$ cat config.mk
export PLATFORM = sky130hd
export DESIGN_NAME = dma_read_top
export DESIGN_NICKNAME = d
export VERILOG_FILES = /design/src/common/dma_pkg.sv /design/src/dma_read/dma_reg_if.sv /design/src/dma_read/dma_read_ctrl.sv /design/src/logic/read_fifo.sv /design/src/logic/dma_read_top.sv
export VERILOG_INCLUDE_DIRS = /design/src /design/src/common
export SDC_FILE = /design/constraint.sdc
export NUM_CORES = 1
export LEC_CHECK = 0
export BUFFER_PORTS_ARGS = -buffer_cell sky130_fd_sc_hd__buf_2
export CAP_MARGIN = 20
export CORE_ASPECT_RATIO = 1.25
export CORE_MARGIN = 2
export CORE_UTILIZATION = 55
export DETAILED_ROUTE_END_ITERATION = 8
export PLACE_DENSITY = 0.74
export SLEW_MARGIN = 20
export SYNTH_ARGS = -nofsm -noshare
export SYNTH_HDL_FRONTEND = slang
export SYNTH_SLANG_ARGS = --single-unit
$ cat constraint.sdc
create_clock -name clk -period 5.18 [get_ports clk]
set_clock_uncertainty 0.15 [all_clocks]
set_input_delay 0.259 -clock clk [delete_from_list [all_inputs] [get_ports clk]]
set_output_delay 0.259 -clock clk [all_outputs]
set_load 0.03 [all_outputs]
$ cat src/common/dma_config.svh
`ifndef DMA_CONFIG_SVH
`define DMA_CONFIG_SVH

// Data and address widths of the system bus.
`define DMA_DATA_W 32
`define DMA_ADDR_W 31

// Device IDs on the system bus and on the register bus.
`define DMA_BUS_DID 4'h3
`define DMA_BUS_SUBDID 4'h1
`define DMA_REG_DID 4'h2

// Each request asks for a fixed burst of beats.
`define DMA_BURST_BEATS 8
`define DMA_FIFO_DEPTH 32

`define DMA_INIT_CREDITS 4
`define DMA_CREDIT_W 3

// Register offsets.
`define DMA_REG_ADDR 24'h000000
`define DMA_REG_LEN 24'h000004
`define DMA_REG_CTRL 24'h000008
`define DMA_REG_STATUS 24'h00000C

`endif

$ cat src/common/dma_pkg.sv
`include "dma_config.svh"

package dma_pkg;

	typedef enum logic {
		BUS_READ  = 1'b0,
		BUS_WRITE = 1'b1
	} bus_mode_t;

	// The drain state waits for beats still in flight after the last request.
	typedef enum logic [1:0] {
		ST_IDLE  = 2'd0,
		ST_ISSUE = 2'd1,
		ST_DRAIN = 2'd2
	} ctrl_state_t;

	typedef struct packed {
		logic                   valid;
		bus_mode_t              mode;
		logic [3:0]             did;
		logic [3:0]             subdid;
		logic [`DMA_ADDR_W-1:0] addr;
		logic [3:0]             len;
		logic [`DMA_DATA_W-1:0] data;
	} bus_req_t;

	typedef struct packed {
		logic                   valid;
		logic [3:0]             did;
		logic [3:0]             subdid;
		logic [`DMA_DATA_W-1:0] data;
	} bus_rsp_t;

	typedef struct packed {
		logic                   valid;
		logic                   r_nw;
		logic [3:0]             did;
		logic [23:0]            addr;
		logic [`DMA_DATA_W-1:0] data;
	} reg_req_t;

	// busy_b pulses for one cycle with the reply.
	typedef struct packed {
		logic                   busy_b;
		logic [`DMA_DATA_W-1:0] data;
	} reg_rsp_t;

endpackage

$ cat src/dma_read/dma_reg_if.sv
`timescale 1ns/1ps
`include "dma_config.svh"

module dma_reg_if (
	input  logic                   clk,
	input  logic                   rst_b,
	input  dma_pkg::reg_req_t      reg_req,
	output dma_pkg::reg_rsp_t      reg_rsp,
	input  logic                   busy,
	input  logic [15:0]            remaining,
	output logic                   start,
	output logic [`DMA_ADDR_W-1:0] cfg_addr,
	output logic [15:0]            cfg_len
);

	logic                   access;
	logic                   wr;
	logic [`DMA_DATA_W-1:0] rd_mux;
	logic                   rsp_busy_b_q;
	logic [`DMA_DATA_W-1:0] rsp_data_q;

	assign access = reg_req.valid && (reg_req.did == `DMA_REG_DID);
	assign wr = access && !reg_req.r_nw;

	always_comb begin
		case (reg_req.addr)
			`DMA_REG_ADDR:   rd_mux = {1'b0, cfg_addr};
			`DMA_REG_LEN:    rd_mux = {16'h0000, cfg_len};
			`DMA_REG_STATUS: rd_mux = {busy, 15'h0000, remaining};
			default:         rd_mux = '0;
		endcase
	end

	always_ff @(posedge clk or negedge rst_b) begin
		if (!rst_b) begin
			cfg_addr <= '0;
			cfg_len <= '0;
			start <= 1'b0;
			rsp_busy_b_q <= 1'b0;
		end else begin
			if (wr && reg_req.addr == `DMA_REG_ADDR) begin
				cfg_addr <= reg_req.data[`DMA_ADDR_W-1:0];
			end
			if (wr && reg_req.addr == `DMA_REG_LEN) begin
				cfg_len <= reg_req.data[15:0];
			end
			// The controller drops a start that arrives while it is busy.
			start <= wr && (reg_req.addr == `DMA_REG_CTRL) && reg_req.data[0];
			rsp_busy_b_q <= access;
		end
	end

	// Writes reply with zero data.
	always_ff @(posedge clk) begin
		rsp_data_q <= (access && reg_req.r_nw) ? rd_mux : '0;
	end

	assign reg_rsp.busy_b = rsp_busy_b_q;
	assign reg_rsp.data = rsp_data_q;

endmodule

$ cat src/dma_read/dma_read_ctrl.sv
`timescale 1ns/1ps
`include "dma_config.svh"

module dma_read_ctrl (
	input  logic                   clk,
	input  logic                   rst_b,
	input  logic                   start,
	input  logic [`DMA_ADDR_W-1:0] cfg_addr,
	input  logic [15:0]            cfg_len,
	output dma_pkg::bus_req_t      bus_req,
	input  logic                   credit,
	input  logic [5:0]             fifo_count,
	input  logic                   beat_in,
	output logic                   busy,
	output logic [15:0]            remaining
);
	import dma_pkg::*;

	localparam int CREDIT_W = `DMA_CREDIT_W;
	localparam int SPACE_W = 7;
	localparam logic [`DMA_ADDR_W-1:0] ADDR_STEP = `DMA_BURST_BEATS * 4;

	ctrl_state_t            state_q;
	logic [`DMA_ADDR_W-1:0] cur_addr_q;
	logic [15:0]            remaining_q;
	logic [CREDIT_W-1:0]    credits_q;
	logic [5:0]             reserved_q;
	logic [5:0]             reserved_d;
	logic [SPACE_W-1:0]     space_need;
	logic                   issue;
	logic                   req_valid_q;
	logic [`DMA_ADDR_W-1:0] req_addr_q;

	// Beats already in the FIFO plus beats still on their way plus the new burst.
	assign space_need = SPACE_W'(fifo_count) + SPACE_W'(reserved_q) +
		SPACE_W'(`DMA_BURST_BEATS);

	assign issue = (state_q == ST_ISSUE) && (remaining_q != 16'd0) &&
		(credits_q != '0) && (space_need <= SPACE_W'(`DMA_FIFO_DEPTH));

	always_comb begin
		reserved_d = reserved_q;
		if (issue) begin
			reserved_d = reserved_d + 6'(`DMA_BURST_BEATS);
		end
		if (beat_in) begin
			reserved_d = reserved_d - 6'd1;
		end
	end

	always_ff @(posedge clk or negedge rst_b) begin
		if (!rst_b) begin
			credits_q <= CREDIT_W'(`DMA_INIT_CREDITS);
			reserved_q <= '0;
			req_valid_q <= 1'b0;
		end else begin
			credits_q <= credits_q + CREDIT_W'(credit) - CREDIT_W'(issue);
			reserved_q <= reserved_d;
			req_valid_q <= issue;
		end
	end

	always_ff @(posedge clk or negedge rst_b) begin
		if (!rst_b) begin
			state_q <= ST_IDLE;
			remaining_q <= '0;
		end else begin
			case (state_q)
				ST_IDLE: begin
					if (start) begin
						remaining_q <= cfg_len;
						state_q <= ST_ISSUE;
					end
				end
				ST_ISSUE: begin
					if (issue) begin
						remaining_q <= remaining_q - 16'd1;
						if (remaining_q == 16'd1) begin
							state_q <= ST_DRAIN;
						end
					end else if (remaining_q == 16'd0) begin
						state_q <= ST_DRAIN;
					end
				end
				ST_DRAIN: begin
					if (reserved_d == '0) begin
						state_q <= ST_IDLE;
					end
				end
				default: state_q <= ST_IDLE;
			endcase
		end
	end

	always_ff @(posedge clk) begin
		if (state_q == ST_IDLE && start) begin
			cur_addr_q <= cfg_addr;
		end else if (issue) begin
			cur_addr_q <= cur_addr_q + ADDR_STEP;
		end
		if (issue) begin
			req_addr_q <= cur_addr_q;
		end
	end

	assign bus_req = '{
		valid:  req_valid_q,
		mode:   BUS_READ,
		did:    `DMA_BUS_DID,
		subdid: `DMA_BUS_SUBDID,
		addr:   req_addr_q,
		len:    4'(`DMA_BURST_BEATS),
		data:   '0
	};

	assign busy = (state_q != ST_IDLE);
	assign remaining = remaining_q;

endmodule

$ cat src/logic/read_fifo.sv
`timescale 1ns/1ps
`include "dma_config.svh"

module read_fifo #(
	parameter int DEPTH = 32
) (
	input  logic                   clk,
	input  logic                   rst_b,
	input  dma_pkg::bus_rsp_t      bus_rsp,
	input  logic                   pop,
	output logic [`DMA_DATA_W-1:0] rd_data,
	output logic                   empty,
	output logic [$clog2(DEPTH):0] count,
	output logic                   beat_in
);

	localparam int AW = $clog2(DEPTH);

	logic [`DMA_DATA_W-1:0] mem [DEPTH];
	logic [AW-1:0]          wr_ptr_q;
	logic [AW-1:0]          rd_ptr_q;
	logic [AW:0]            count_q;
	logic                   do_pop;

	assign empty = (count_q == '0);

	// Only beats addressed to this engine are taken.
	assign beat_in = bus_rsp.valid && (bus_rsp.did == `DMA_BUS_DID) &&
		(bus_rsp.subdid == `DMA_BUS_SUBDID);
	assign do_pop = pop && !empty;

	always_ff @(posedge clk) begin
		if (beat_in) begin
			mem[wr_ptr_q] <= bus_rsp.data;
		end
	end

	always_ff @(posedge clk or negedge rst_b) begin
		if (!rst_b) begin
			wr_ptr_q <= '0;
			rd_ptr_q <= '0;
			count_q <= '0;
		end else begin
			if (beat_in) begin
				wr_ptr_q <= (wr_ptr_q == AW'(DEPTH - 1)) ? '0 : wr_ptr_q + 1'b1;
			end
			if (do_pop) begin
				rd_ptr_q <= (rd_ptr_q == AW'(DEPTH - 1)) ? '0 : rd_ptr_q + 1'b1;
			end
			case ({beat_in, do_pop})
				2'b10:   count_q <= count_q + 1'b1;
				2'b01:   count_q <= count_q - 1'b1;
				default: count_q <= count_q;
			endcase
		end
	end

	// The head word shows on rd_data whenever the FIFO holds data.
	assign rd_data = mem[rd_ptr_q];
	assign count = count_q;

endmodule

$ cat src/logic/dma_read_top.sv
`timescale 1ns/1ps
`include "dma_config.svh"

module dma_read_top (
	input  logic                   clk,
	input  logic                   rst_b,
	input  dma_pkg::reg_req_t      reg_req,
	output dma_pkg::reg_rsp_t      reg_rsp,
	output dma_pkg::bus_req_t      bus_req,
	input  logic                   credit,
	input  dma_pkg::bus_rsp_t      bus_rsp,
	input  logic                   pop,
	output logic [`DMA_DATA_W-1:0] rd_data,
	output logic                   empty
);

	logic                   start;
	logic [`DMA_ADDR_W-1:0] cfg_addr;
	logic [15:0]            cfg_len;
	logic                   busy;
	logic [15:0]            remaining;
	logic [5:0]             fifo_count;
	logic                   beat_in;

	dma_reg_if reg_if_i (
		.clk       (clk),
		.rst_b     (rst_b),
		.reg_req   (reg_req),
		.reg_rsp   (reg_rsp),
		.busy      (busy),
		.remaining (remaining),
		.start     (start),
		.cfg_addr  (cfg_addr),
		.cfg_len   (cfg_len)
	);

	dma_read_ctrl ctrl_i (
		.clk        (clk),
		.rst_b      (rst_b),
		.start      (start),
		.cfg_addr   (cfg_addr),
		.cfg_len    (cfg_len),
		.bus_req    (bus_req),
		.credit     (credit),
		.fifo_count (fifo_count),
		.beat_in    (beat_in),
		.busy       (busy),
		.remaining  (remaining)
	);

	read_fifo #(
		.DEPTH (`DMA_FIFO_DEPTH)
	) fifo_i (
		.clk     (clk),
		.rst_b   (rst_b),
		.bus_rsp (bus_rsp),
		.pop     (pop),
		.rd_data (rd_data),
		.empty   (empty),
		.count   (fifo_count),
		.beat_in (beat_in)
	);

endmodule

# Yosys cells after proc, flatten, opt, wreduce, memory -nomap -nowiden
# Memory sizes are Yosys's and may differ from the RTL's.
# Index checks and enable logic that the tools add are counted.
# W data, S select, Z words.
# totals
register_bits,187
ramBits,1024
inputBits,107
output_inout_bits,143
elab_cells,95
n_memories,1
# mem_list
memory,depth,width,rd,rd_clocked_by_memory_dff,write_ports,line_no,source
fifo_i.mem,32,32,1,0,1,read_fifo.sv:19,logic [`DMA_DATA_W-1:0] mem [DEPTH];
# op_classes
add_sub_neg,12
n_lt_le_gt_ge,1
eq_ne,18
muxes,19
reduce_logical,29
# op_table
operator,n
$pmux W32 S3,1
$mux W31,2
$eq A24 B4 Y1 const B,2
$mux W16,2
$pmux W16 S2,1
$add A31 B6 Y31 const B,1
$eq A24 B3 Y1 const B,1
$logic_not A24 Y1,1
$eq A16 B1 Y1 const B,1
$logic_not A16 Y1,1
$reduce_bool A16 Y1,1
$sub A16 B1 Y16 const B,1
$logic_and A1 B1 Y1,14
$logic_not A6 Y1,2
$mux W6,2
$pmux W6 S2,1
$sub A6 B1 Y6 const B,2
$add A5 B1 Y5 const B,2
$eq A5 B5 Y1 const B,2
$mux W2,5
$mux W5,2
$eq A4 B2 Y1 const B,2
$reduce_bool A2 Y1,4
$add A6 B6 Y7,1
20 further kinds,25

# Logic depth before layout (Yosys ltp)
# Gate-level depths: netlist of run 1.
# logic_depth
word_depth,10
depth_mapped,15
mapped_depth_nobuf,15

# Modules after synthesis
# Synthesis of run 1 repeated with hierarchy kept, for this count alone.
# hier_totals
hier_cells,2509
area_unflattened_um2,47864.7
# modules_own_cells
module,n_inst,cells_each,area_each_um2,seq_area_each_um2
read_fifo,1,1822,39857.0,31149.9
dma_read_ctrl,1,460,4883.4,2563.7
dma_reg_if,1,227,3124.2,1866.8

# Least setup slack after synthesis of run 1
# Ideal clock, no wire load.
# synth_path
path_type,reg-to-reg
startpoint,register fifo_i.count_q[1] (netlist: fifo_i.count[1])
endpoint,register ctrl_i.credits_q[2]
setup_ns,0.075
t_arrival_ns,4.692
t_required_ns,4.955
setup_slack_ns,0.263
path_stages_with_launch,16
path_buffers,0
synth_period_minus_slack_ns,4.917
path_cell_list,dfrtp_1 ha_1 ha_1 inv_1 fa_1 nand2b_1 a21oi_1 xor2_1 a2111oi_4 ha_1 inv_1 ha_1 inv_1 fa_1 xnor2_1 xnor2_1
# synth_between
elab_chain_cells,5
# synth_rtl
item,line_no,source
"start, declared",read_fifo.sv:22,logic [AW:0] count_q;
"start signal, assigned",read_fifo.sv:51,2'b10: count_q <= count_q + 1'b1;
"start signal, assigned",read_fifo.sv:52,2'b01: count_q <= count_q - 1'b1;
"start signal, assigned",read_fifo.sv:53,default: count_q <= count_q;
$add A6 B6 Y7,dma_read_ctrl.sv:35,assign space_need = SPACE_W'(fifo_count) + SPACE_W'(reserved_q) +
$add A7 B4 Y7,dma_read_ctrl.sv:35,
$le A7 B6 Y1,dma_read_ctrl.sv:39,(credits_q != '0) && (space_need <= SPACE_W'(`DMA_FIFO_DEPTH));
$logic_and A1 B1 Y1,dma_read_ctrl.sv:38,assign issue = (state_q == ST_ISSUE) && (remaining_q != 16'd0) &&
net ctrl_i.issue,dma_read_ctrl.sv:30,logic issue;
$sub A3 B1 Y3,dma_read_ctrl.sv:57,credits_q <= credits_q + CREDIT_W'(credit) - CREDIT_W'(issue);
"end signal, assigned",dma_read_ctrl.sv:53,credits_q <= CREDIT_W'(`DMA_INIT_CREDITS);
"end signal, assigned",dma_read_ctrl.sv:57,
"end, declared",dma_read_ctrl.sv:26,logic [CREDIT_W-1:0] credits_q;
# The timed path passes the listed nets, and every way through them passes these cells.
# A chain may end at the register's enable or synchronous reset.

# Worst setup path in the final report of run 1
# layout_path
startpoint,register fifo_i.rd_ptr_q[0]
endpoint,output rd_data[28]
# layout_between
elab_chain_cells,1
# layout_rtl
item,line_no,source
"start, declared",read_fifo.sv:21,logic [AW-1:0] rd_ptr_q;
"start signal, assigned",read_fifo.sv:48,rd_ptr_q <= (rd_ptr_q == AW'(DEPTH - 1)) ? '0 : rd_ptr_q + 1'b1;
$mem_v2 Z32 W32,-,
"end, declared",dma_read_top.sv:13,"output logic [`DMA_DATA_W-1:0] rd_data,"
# Every way passes these cells.

==> results of run 1 <==
[metrics by stage]
| step | hold WS (ns) | cell area [um^2] | total power, W | std cells | utilization, % |
|---|---|---|---|---|---|
| after global placement | 0.00772 | 50600 | 0.0169 | 3634 | 58.9 |
| final | 0.0841 | 55100 | 0.0251 | 3920 | 64.2 |
| after global routing | 0.115 | 55100 | 0.0259 | 3920 | 64.2 |
| after floorplan | -0.187 | 48000 | 0.0152 | 2355 | - |
| after detailed placement | 0.0120 | 50600 | 0.0170 | 3634 | 58.9 |
| after CTS | 0.0423 | 55100 | 0.0253 | 3918 | 64.2 |
[worst max-delay path by stage]
stage,to,slack [ns],cells after the start
6_report,rd_data[28],0.96,5
5_1_grt,rd_data[28],0.76,5
4_1_cts,rd_data[26],0.86,5
3_5_place_dp,fifo_i.mem[0][23],0.81,6
3_3_place_gp,fifo_i.mem[19][12],0.90,6
2_1_floorplan,ctrl_i.credits_q[2],0.26,15
[cells by family after synthesis]
kind of cell	after synthesis	share of synthesized area [%]
flip-flops	1211	74.4
buffers and inverters	192	1.96
XOR/XNOR	40	0.733
AND/OR/NAND/NOR	282	2.96
other	2	0.0157
adder cells (fa/ha/maj)	34	0.937
AO/OA/AOI/OAI	127	1.53
multiplexers	424	17.5
[cell usage in the layout (no fill, tap or decap), types with 5 or more instances in the layout]
| cell | netlist | layout |
|---|---|---|
| sky130_fd_sc_hd__clkinvlp_4 | 0 | 6 |
| sky130_fd_sc_hd__bufinv_16 | 0 | 16 |
| sky130_fd_sc_hd__buf_2 | 28 | 202 |
| sky130_fd_sc_hd__o21ai_0 | 36 | 36 |
| sky130_fd_sc_hd__clkinv_2 | 0 | 16 |
| sky130_fd_sc_hd__ha_1 | 31 | 31 |
| sky130_fd_sc_hd__edfxtp_1 | 1086 | 1086 |
| sky130_fd_sc_hd__clkinv_1 | 0 | 31 |
| sky130_fd_sc_hd__nand3_1 | 16 | 16 |
| sky130_fd_sc_hd__nor4_1 | 9 | 9 |
| sky130_fd_sc_hd__and3_1 | 7 | 7 |
| sky130_fd_sc_hd__mux2i_1 | 20 | 20 |
| sky130_fd_sc_hd__mux2_2 | 84 | 84 |
| sky130_fd_sc_hd__nand2_1 | 60 | 60 |
| sky130_fd_sc_hd__conb_1 | 2 | 45 |
| sky130_fd_sc_hd__xnor2_1 | 27 | 27 |
| sky130_fd_sc_hd__o21ai_1 | 23 | 23 |
| sky130_fd_sc_hd__nand4_1 | 5 | 5 |
| sky130_fd_sc_hd__nor2_1 | 105 | 73 |
| sky130_fd_sc_hd__inv_1 | 33 | 33 |
| sky130_fd_sc_hd__buf_4 | 47 | 64 |
| sky130_fd_sc_hd__clkbuf_16 | 0 | 112 |
| sky130_fd_sc_hd__dfxtp_1 | 32 | 32 |
| sky130_fd_sc_hd__dfrtp_1 | 92 | 87 |
| sky130_fd_sc_hd__nor3_1 | 13 | 13 |
| sky130_fd_sc_hd__clkbuf_1 | 70 | 19 |
| sky130_fd_sc_hd__and2_1 | 20 | 20 |
| sky130_fd_sc_hd__or4_1 | 5 | 5 |
| sky130_fd_sc_hd__xor2_1 | 13 | 13 |
| sky130_fd_sc_hd__nor2_4 | 1 | 33 |
| sky130_fd_sc_hd__dlygate4sd3_1 | 0 | 75 |
| sky130_fd_sc_hd__mux4_2 | 320 | 320 |
| sky130_fd_sc_hd__a21oi_1 | 41 | 41 |
| sky130_fd_sc_hd__buf_12 | 0 | 10 |
[cell type report]
class	count	area, um^2
fillers	5663	30800
repair buffers	352	2450
diodes	2	5.00
multi-input cells	952	11700
well taps	1159	1450
clock buffers	131	2870
clock inverters	78	892
inverters	35	131
flip-flops and latches	1211	35600
[synthesized netlist by cell type (all sizes together), types with 11 or more instances]
| cell type | instances | share of area [%] |
|---|---|---|
| ha | 31 | 0.81 |
| nand2 | 60 | 0.47 |
| dfrtp | 92 | 4.8 |
| dfxtp | 32 | 1.3 |
| xnor2 | 27 | 0.49 |
| xor2 | 13 | 0.24 |
| nor4 | 11 | 0.19 |
| nor2 | 106 | 0.85 |
| clkbuf | 70 | 0.55 |
| edfxtp | 1086 | 68 |
| o21ai | 59 | 0.62 |
| and2 | 21 | 0.27 |
| nand3 | 16 | 0.17 |
| mux4 | 320 | 15 |
| a21oi | 41 | 0.43 |
| mux2i | 20 | 0.42 |
| mux2 | 84 | 2.0 |
| inv | 35 | 0.27 |
| nor3 | 14 | 0.16 |
| buf | 87 | 1.1 |
[worst max-delay path, cell delays in order, from the launching register on]
cell,delay (ns)
sky130_fd_sc_hd__dfrtp_4,1.00
sky130_fd_sc_hd__buf_4,0.52
sky130_fd_sc_hd__mux4_2,0.56
sky130_fd_sc_hd__mux4_2,0.54
sky130_fd_sc_hd__mux2_2,0.29
sky130_fd_sc_hd__buf_2,0.19
[per-layer routing]
layer / up-vias / part of all wire (%)
met1: 12600 / 37
li1: 10000 / -
met2: 1227 / 52
met3: 235 / 7.9
met4: 2 / 3.2
met5: - / 0.012
[sequential cells by signal, summed over array words and instances, names as in the netlist, 2 cells and up]
name                 cells
reg_if_i.cfg_len        16
ctrl_i.remaining        16
ctrl_i.reserved_q        6
ctrl_i.req_addr_q       31
ctrl_i.state_q           2
ctrl_i.credits_q         3
reg_if_i.cfg_addr       31
fifo_i.count             6
fifo_i.rd_ptr_q          5
ctrl_i.cur_addr_q       31
fifo_i.wr_ptr_q          5
fifo_i.mem            1024
reg_if_i.rsp_data_q     32
[where the power goes]
| part | leakage [nW] | internal, W | switching, W |
|---|---|---|---|
| clock | 1.81 | 0.00479 | 0.00359 |
| sequential | 11.2 | 0.0107 | 0.000425 |
| combinational | 5.54 | 0.00278 | 0.00285 |
[repair_timing]
action	in CTS	in global routing
setup endpoints to repair	0	0
gates resized for setup	0	0
hold endpoints to repair	1191	0
hold buffers	75	0
==> reports/qor.log, run 1 <==
qor: run_status.outcome finished, final reports clean
qor: grt.grt_overflow 0
qor: detailed_routing.detail-route-antenna-nets 0
qor: synth.async_reset_ff_share 7.68%
qor: synth.synthFlopType sky130_fd_sc_hd__edfxtp_1
qor: timing.slew_headroom 26.1%
qor: min_path.hold_class input pin to flip-flop
qor: synth.synth_edf_count 1086
qor: min_path.min-delay-start reg_req[40]
qor: die.die_y 334 um
qor: timing.timing.final.max_slew_violations 0
qor: timing.final-hold-violation-count 0
qor: clock_network.cts_tree yes
qor: min_path.min_to reg_if_i.rsp_data_q[1]
qor: detailed_routing.wl_per_cell 28.3 um
qor: grt.largest_net_degree_at_the_start_of_global_routing 97
qor: detailed_routing.detailroute.via_count 24100
qor: setup_path.r2r_start fifo_i.count[1]
qor: clock_network.worstSkewPairLatency 0.70 ns
qor: clock_network.post-cts-setup-buffers 0
qor: setup_path.type_of_the_worst_setup_path flip-flop to output port
qor: grt.wire_length_of_the_first_global_routing_pass 165000 um
qor: clock_network.cts-buffers-inserted 111
qor: setup_path.timing.critical_path.arrival 3.82 ns
qor: synth.syn_inst_count 2312
qor: placed_design.dp_slack 0.813 ns
qor: grt.gr-usage-all-layers 25.5%
qor: detailed_routing.drt_first_pass_iters 5
qor: synth.yosys.cell_types.count 70
qor: timing.setup_viol 0
qor: flow_run.maxCapViolations 0
qor: synth.mappedNetlistArea 47800 um^2
qor: grt.antenna_violations_before_repair 3
qor: setup_path.crit-reg2reg-capture ctrl_i.credits_q[2]
qor: setup_path.critical_path.endpoint_type output port
qor: setup_path.critical_path_required 4.77 ns
qor: timing.period_needed 4.22 ns
qor: setup_path.regToRegSetupSlack 1.08 ns
qor: clock_network.clock_path_buffers 3
qor: placed_design.gp_congestion 0.846
qor: power_and_ir_drop.peakVddDrop 0.000343 V
qor: timing.achievable-frequency 0.237 GHz
qor: clock_network.htree_num_levels 3
qor: detailed_routing.detail_route.vias_per_cell 6.14
qor: die.die_area 89300 um^2
qor: setup_path.critPathMaxFanout 35
qor: clock_network.root_buffer sky130_fd_sc_hd__clkbuf_16
qor: grt.first_global_vias 25300
qor: finish.signed_area_change_from_the_synthesized_netlist_to_the_final_layout 15.3%
qor: grt.gr-usage-met1 33.4%
qor: finish.layout-drive-gt1-share 32.5%
qor: clock_network.numClockSinks 1211
qor: setup_path.ff2ff_path_depth 15
qor: synth.yosys_register_bits 1211
qor: grt.global_route.usage.met2 43.9%
qor: synth.syn_area_cell 20.7 um^2
qor: synth.ys_seq_area_share 74.4%
qor: detailed_routing.detailedRoute.firstIterationViolations 2484
qor: setup_path.launching_element_type_of_the_critical_path flip-flop
qor: die.design.core.area 85900 um^2
qor: clock_network.worst_setup_hold_path_clk_slew 0.06 ns
qor: placed_design.place.detailed.hpwl 63700 um
qor: timing.layout_worst_path_cycle_share 81.5%
qor: grt.grt_peak_use_layer met2
qor: timing.rsz_0062_raised_after_global_routing no
qor: timing.totalNegativeSetupSlack 0 ns
qor: detailed_routing.routed_wirelength 111000 um
qor: placed_design.port-buffer-count 203
qor: die.placementRows 120
qor: timing.timing_worst_slew_pin_value 1.11 ns
qor: die.initial_core_util 55.7%
qor: die.io_pins 250
qor: timing.final_worst_setup_slack 0.956 ns
qor: power_and_ir_drop.power_density 456 nW/um^2
qor: min_path.hold_path_depth 7
qor: setup_path.worstSetupStartpoint fifo_i.rd_ptr_q[0]
qor: finish.finalNetCount 2804
qor: synth.ys_warn_count 0
qor: detailed_routing.route.detailed.drc 0
qor: power_and_ir_drop.power.leakage 18.6 nW
qor: grt.grt_use_met3 3.93%
qor: die.die-width 268 um
Power figures use the tool's default switching activity.
==> inputs of run 2 (changes only) <==
clock period = 3.6 ns   (was 5.18 ns; I/O delays follow)
==> reports/qor.log, run 2 (same netlist as run 1, synthesis figures left out) <==
qor: timing.setup_viol 0
qor: die.design.core.area 85900 um^2
qor: timing.fin_worst_hold_slack 0.0814 ns
qor: finish.sequential_cell_area 35600 um^2
qor: clock_network.cts-buffers-inserted 109
qor: setup_path.timing.critical_path.arrival 3.19 ns
qor: flow_run.maxCapViolations 0
qor: setup_path.critPathMaxFanout 13
qor: finish.final_core_utilization 64.5%
qor: finish.largest_register fifo_i.mem
qor: placed_design.gp_congestion 0.811
qor: detailed_routing.drt_first_pass_iters 5
qor: setup_path.critical_path_required 3.27 ns
qor: timing.timing_worst_slew_pin_value 0.931 ns
qor: die.die_y 334 um
qor: timing.period_needed 3.52 ns
qor: timing.timing.final.max_slew_violations 0
qor: setup_path.launching_element_type_of_the_critical_path flip-flop
qor: setup_path.critical_path.endpoint_type output port
qor: placed_design.dp_slack 0.0487 ns
qor: detailed_routing.routed_wirelength 109000 um
qor: die.placementRows 120
qor: timing.final_worst_setup_slack 0.0760 ns
qor: finish.final_cell_mix sky130_fd_sc_hd__edfxtp_1, sky130_fd_sc_hd__mux4_2, sky130_fd_sc_hd__buf_2
qor: timing.final-hold-violation-count 0
qor: finish.largest_registers fifo_i.mem x1024, reg_if_i.rsp_data_q x32
qor: placed_design.port-buffer-count 203
qor: grt.first_global_vias 25100
qor: timing.slew_headroom 37.9%
qor: grt.wire_length_of_the_first_global_routing_pass 162000 um
qor: finish.n_fill_cell 5560
qor: clock_network.root_buffer sky130_fd_sc_hd__clkbuf_16
qor: detailed_routing.detail-route-antenna-nets 0
qor: die.die_area 89300 um^2
qor: detailed_routing.detailroute.via_count 24000
qor: setup_path.type_of_the_worst_setup_path flip-flop to output port
qor: grt.antenna_violations_before_repair 3
qor: clock_network.clock_path_buffers 3
qor: detailed_routing.wl_per_cell 27.8 um
qor: finish.finalNetCount 2824
qor: finish.max_ffs_per_register 1024
qor: grt.gr-usage-all-layers 24.9%
qor: finish.signed_area_change_from_the_synthesized_netlist_to_the_final_layout 15.9%
qor: finish.antennaDiodeCount 0
qor: finish.layout-drive-gt1-share 33.4%
qor: detailed_routing.route.detailed.drc 0
qor: grt.largest_net_degree_at_the_start_of_global_routing 96
qor: min_path.hold_class input pin to flip-flop
qor: die.io_pins 250
qor: die.die-width 268 um
qor: grt.grt_overflow 0
qor: power_and_ir_drop.power.leakage 18.6 nW
qor: placed_design.detailed_place.area 51100 um^2
qor: clock_network.worst_setup_hold_path_clk_slew 0.07 ns
qor: clock_network.numClockSinks 1211
qor: timing.achievable-frequency 0.284 GHz
qor: power_and_ir_drop.peakVddDrop 0.000443 V
qor: detailed_routing.detail_route.vias_per_cell 6.11
qor: clock_network.worstSkewPairLatency 0.69 ns
qor: detailed_routing.detailedRoute.firstIterationViolations 2612
qor: finish.layout.cells.most_common sky130_fd_sc_hd__edfxtp_1
qor: power_and_ir_drop.power_density 641 nW/um^2
qor: finish.multiInputGateArea 11800 um^2
qor: finish.fin_area 55400 um^2
qor: placed_design.place.detailed.hpwl 61900 um
qor: clock_network.cts_tree yes
qor: timing.rsz_0062_raised_after_global_routing yes
qor: clock_network.htree_num_levels 3
qor: die.initial_core_util 55.7%
qor: timing.layout_worst_path_cycle_share 97.9%
qor: run_status.outcome finished, final reports clean
run 2: cell type report:
class / instances / area share (%)
Clock buffer: 134 / 5.16
Timing Repair Buffer: 374 / 5.41
Sequential cell: 1211 / 64.2
Multi-Input combinational cell: 952 / 21.3
Clock inverter: 62 / 1.05
Tap cell: 1159 / 2.62
Inverter: 35 / 0.251
run 2: timing repair:
item                                    4_1_cts  5_1_grt
endpoints found under the setup margin       32       48
setup buffers                                 3        0
pin swaps                                     0        8
gates resized for setup                       0       10
hold endpoints to repair                   1173        0
hold buffers                                 76        0
gates cloned                                  0        0
run 2: per-layer routing:
layer | vias up | wire, um | track usage [%]
li1 | 10100 | - | -
met1 | 12600 | 40800 | 33.0
met2 | 1097 | 57300 | 43.0
met3 | 208 | 7970 | 3.19
met4 | 6 | 3180 | 7.98
met5 | - | 34 | 0
run 2: worst max-delay path, stage by stage (launching register included):
cell	delay (ns)
sky130_fd_sc_hd__dfrtp_4	0.43
sky130_fd_sc_hd__buf_12	0.20
sky130_fd_sc_hd__buf_4	0.28
sky130_fd_sc_hd__mux4_2	0.59
sky130_fd_sc_hd__mux4_2	0.47
sky130_fd_sc_hd__mux2_2	0.33
sky130_fd_sc_hd__buf_2	0.20
run 2: path summary, 6_finish.rpt:
path	from	to	slack, ns	cells after the start
min in group asynchronous	rst_b	reg_if_i.cfg_addr[24]	0.50	4
max reg2reg	ctrl_i.reserved_q[1]	ctrl_i.credits_q[2]	0.11	15
max in group asynchronous	rst_b	ctrl_i.credits_q[2]	2.49	4
min reg2reg	ctrl_i.cur_addr_q[3]	ctrl_i.req_addr_q[3]	0.27	0
min	reg_req[34]	reg_if_i.rsp_data_q[9]	0.08	5
max	fifo_i.rd_ptr_q[0]	rd_data[0]	0.08	6
run 2: per-stage QoR:
stage               cells  power (W)  setup TNS, ns
global placement     3652     0.0244              0
floorplan            2355     0.0220         -30.41
detailed placement   3652     0.0245              0
CTS                  3927     0.0357              0
global route         3927     0.0367        -0.0635
finish               3927     0.0355              0
run 2: report_power, final:
part | leakage [nW] | switching [W] | internal, W
clock network | 1.67 | 0.00501 | 0.00623
registers | 11.2 | 0.000297 | 0.0154
logic | 5.77 | 0.00438 | 0.00420
==> inputs of run 3 (changes only) <==
BUFFER_PORTS_ARGS = unset   (was -buffer_cell sky130_fd_sc_hd__buf_2)
CORE_UTILIZATION = 57   (was 55)
DONT_BUFFER_PORTS = 1   (was unset)
PLACE_DENSITY = 0.73   (was 0.74)
==> reports/qor.log, run 3 (same netlist as run 1, synthesis figures left out) <==
qor: finish.finalNetCount 2661
qor: clock_network.numClockSinks 1211
qor: timing.slew_headroom 24.9%
qor: power_and_ir_drop.clock_power_share 32.8%
qor: min_path.hold_path_depth 2
qor: placed_design.place.detailed.hpwl 60500 um
qor: finish.largest_register fifo_i.mem
qor: setup_path.ff2ff_path_depth 15
qor: power_and_ir_drop.peakVddDrop 0.000494 V
qor: clock_network.worstSkewPairLatency 0.69 ns
qor: grt.gr-usage-all-layers 26.4%
qor: clock_network.worst_setup_hold_path_clk_slew 0.06 ns
qor: timing.timing_worst_slew_pin_value 1.12 ns
qor: detailed_routing.detailroute.via_count 23500
qor: power_and_ir_drop.netSwitchingFraction 27.4%
qor: placed_design.gp_congestion 0.843
qor: finish.max_ffs_per_register 1024
qor: clock_network.root_buffer sky130_fd_sc_hd__clkbuf_16
qor: setup_path.type_of_the_worst_setup_path flip-flop to output port
qor: setup_path.regToRegSetupSlack 0.10 ns
qor: grt.wire_length_of_the_first_global_routing_pass 166000 um
qor: setup_path.timing.critical_path.arrival 3.20 ns
qor: finish.finish.cell_count_without_fillers 3694
qor: detailed_routing.detail_route.vias_per_cell 6.37
qor: timing.rsz_0062_raised_after_global_routing yes
qor: detailed_routing.route.detailed.drc 0
qor: timing.final_worst_setup_slack 0.0670 ns
qor: grt.largest_net_degree_at_the_start_of_global_routing 93
qor: grt.first_global_vias 24800
qor: placed_design.port-buffer-count 0
qor: setup_path.crit_path_max_incr_delay 0.59 ns
qor: die.die_area 86200 um^2
qor: grt.antenna_violations_before_repair 2
qor: detailed_routing.routed_wirelength 112000 um
qor: setup_path.r2r_start fifo_i.count[3]
qor: power_and_ir_drop.power_report.internal_total 0.0257 W
qor: min_path.min-delay-start reg_req[18]
qor: setup_path.timing.critical_path.slowest_stage_cell sky130_fd_sc_hd__mux4_2
qor: timing.achievable-frequency 0.283 GHz
qor: finish.multiInputGateArea 11800 um^2
qor: setup_path.crit-reg2reg-capture ctrl_i.credits_q[2]
qor: power_and_ir_drop.power.leakage 18.0 nW
qor: timing.layout_worst_path_cycle_share 98.1%
qor: finish.layout-drive-gt1-share 29.4%
qor: timing.setup_viol 0
qor: detailed_routing.wl_per_cell 30.3 um
qor: detailed_routing.detail-route-antenna-nets 0
qor: detailed_routing.drt_first_pass_iters 6
qor: die.die_y 328 um
qor: min_path.min_to reg_if_i.cfg_addr[18]
qor: finish.largest_registers fifo_i.mem x1024, reg_if_i.rsp_data_q x32
qor: placed_design.dpl.cell_count 3377
qor: die.placementRows 118
qor: timing.fin_worst_hold_slack 0.0281 ns
qor: detailed_routing.detailedRoute.firstIterationViolations 2554
qor: clock_network.cts-buffers-inserted 111
qor: timing.timing.final.max_slew_violations 0
qor: finish.final_cell_mix sky130_fd_sc_hd__edfxtp_1, sky130_fd_sc_hd__mux4_2, sky130_fd_sc_hd__clkbuf_16
qor: setup_path.critPathMaxFanout 44
qor: power_and_ir_drop.power_density 648 nW/um^2
qor: setup_path.critical_path.endpoint_type output port
qor: die.initial_core_util 57.6%
qor: setup_path.critical_path_required 3.27 ns
qor: die.die-width 263 um
qor: grt.grt_overflow 0
qor: finish.layout.cells.most_common sky130_fd_sc_hd__edfxtp_1
qor: finish.signed_area_change_from_the_synthesized_netlist_to_the_final_layout 14.4%
qor: clock_network.cts_tree yes
qor: finish.sequential_cell_area 35600 um^2
qor: die.io_pins 250
qor: setup_path.crit_chain buf_12 > buf_12 > mux4_2 > mux4_2 > mux2_2
qor: power_and_ir_drop.totalPowerFinal 0.0355 W
qor: run_status.outcome finished, final reports clean
qor: flow_run.maxCapViolations 0
qor: clock_network.clock_path_buffers 3
qor: min_path.hold_class input pin to flip-flop
qor: power_and_ir_drop.share_seq_of_total_power 44.2%
qor: power_and_ir_drop.total_net_switching_power 0.00973 W
qor: setup_path.launching_element_type_of_the_critical_path flip-flop
qor: power_and_ir_drop.combPwrFrac 23.0%
qor: die.design.core.area 83000 um^2
qor: placed_design.dp_slack 0.0859 ns
qor: timing.period_needed 3.53 ns
qor: clock_network.htree_num_levels 3
qor: finish.n_fill_cell 5213
qor: timing.final-hold-violation-count 0
-- run 3: cell types whose count changed in the layout (fill, tap and decap cells not counted), moves of 5 or more --
cell                            change
sky130_fd_sc_hd__dlygate4sd3_1     +15
sky130_fd_sc_hd__clkinv_1          -12
sky130_fd_sc_hd__clkinv_2          +12
sky130_fd_sc_hd__buf_4             +23
sky130_fd_sc_hd__buf_2            -195
sky130_fd_sc_hd__buf_12            -12
sky130_fd_sc_hd__clkbuf_16          +5
sky130_fd_sc_hd__clkbuf_8           +5
-- run 3: power by group through the flow --
stage          combinational [W]  sequential (W)  clock [W]
2_1_floorplan            0.00622          0.0157          0
3_3_place_gp             0.00771          0.0160          0
3_5_place_dp             0.00781          0.0160          0
4_1_cts                  0.00822          0.0157     0.0118
5_1_grt                  0.00863          0.0157     0.0123
6_report                 0.00815          0.0157     0.0116
-- run 3: final cells by class --
| class | instances | share of cell area [%] |
|---|---|---|
| flip-flops and latches | 1211 | 65.1 |
| multi-input cells | 952 | 21.6 |
| clock buffers | 141 | 5.57 |
| repair buffers | 209 | 3.97 |
| well taps | 1080 | 2.47 |
| clock inverters | 65 | 1.09 |
| inverters | 35 | 0.254 |
| diodes | 1 | 0.00457 |
-- run 3: critical path, delay by kind of cell (launching register included) --
kind / cells / cell delay, ns
buffers and inverters: 2 / 0.45
DFF: 1 / 0.52
muxes: 3 / 1.49
-- run 3: per-layer routing --
layer	share of wire (%)	GRT usage (%)	vias up
met5	0.0063	0	-
met4	3.1	9.04	2
met3	7.9	4.23	220
met2	53	45.7	1162
met1	36	34.4	12400
li1	-	-	9728
-- run 3: worst max path at each step --
stage | start | endpoint | slack, ns
floorplan | fifo_i.count[1] | ctrl_i.credits_q[2] | -1.11
global placement | fifo_i.count[3] | ctrl_i.credits_q[2] | 0.13
detailed placement | fifo_i.count[1] | ctrl_i.remaining[2] | 0.09
CTS | fifo_i.rd_ptr_q[0] | rd_data[17] | 0.02
global route | fifo_i.count[3] | ctrl_i.credits_q[2] | -0.02
finish | fifo_i.rd_ptr_q[0] | rd_data[17] | 0.07
-- run 3: repair_timing --
action / 4_1_cts / 5_1_grt
endpoints found under the hold margin: 1214 / 224
gates resized for setup: 2 / 7
buffers inserted: 3 / 5
hold buffers: 92 / 7
setup endpoints to repair: 20 / 50
pin swaps: 0 / 4
-- run 3: per-stage QoR --
| stage | setup TNS, ns | area (um^2) | utilization, % |
|---|---|---|---|
| finish | 0 | 54700 | 65.9 |
| global route | -0.0509 | 54700 | 65.9 |
| CTS | 0 | 54500 | 65.7 |
| detailed placement | 0 | 49900 | 60.1 |
| global placement | 0 | 49900 | 60.1 |
| floorplan | -30.41 | 48000 | - |
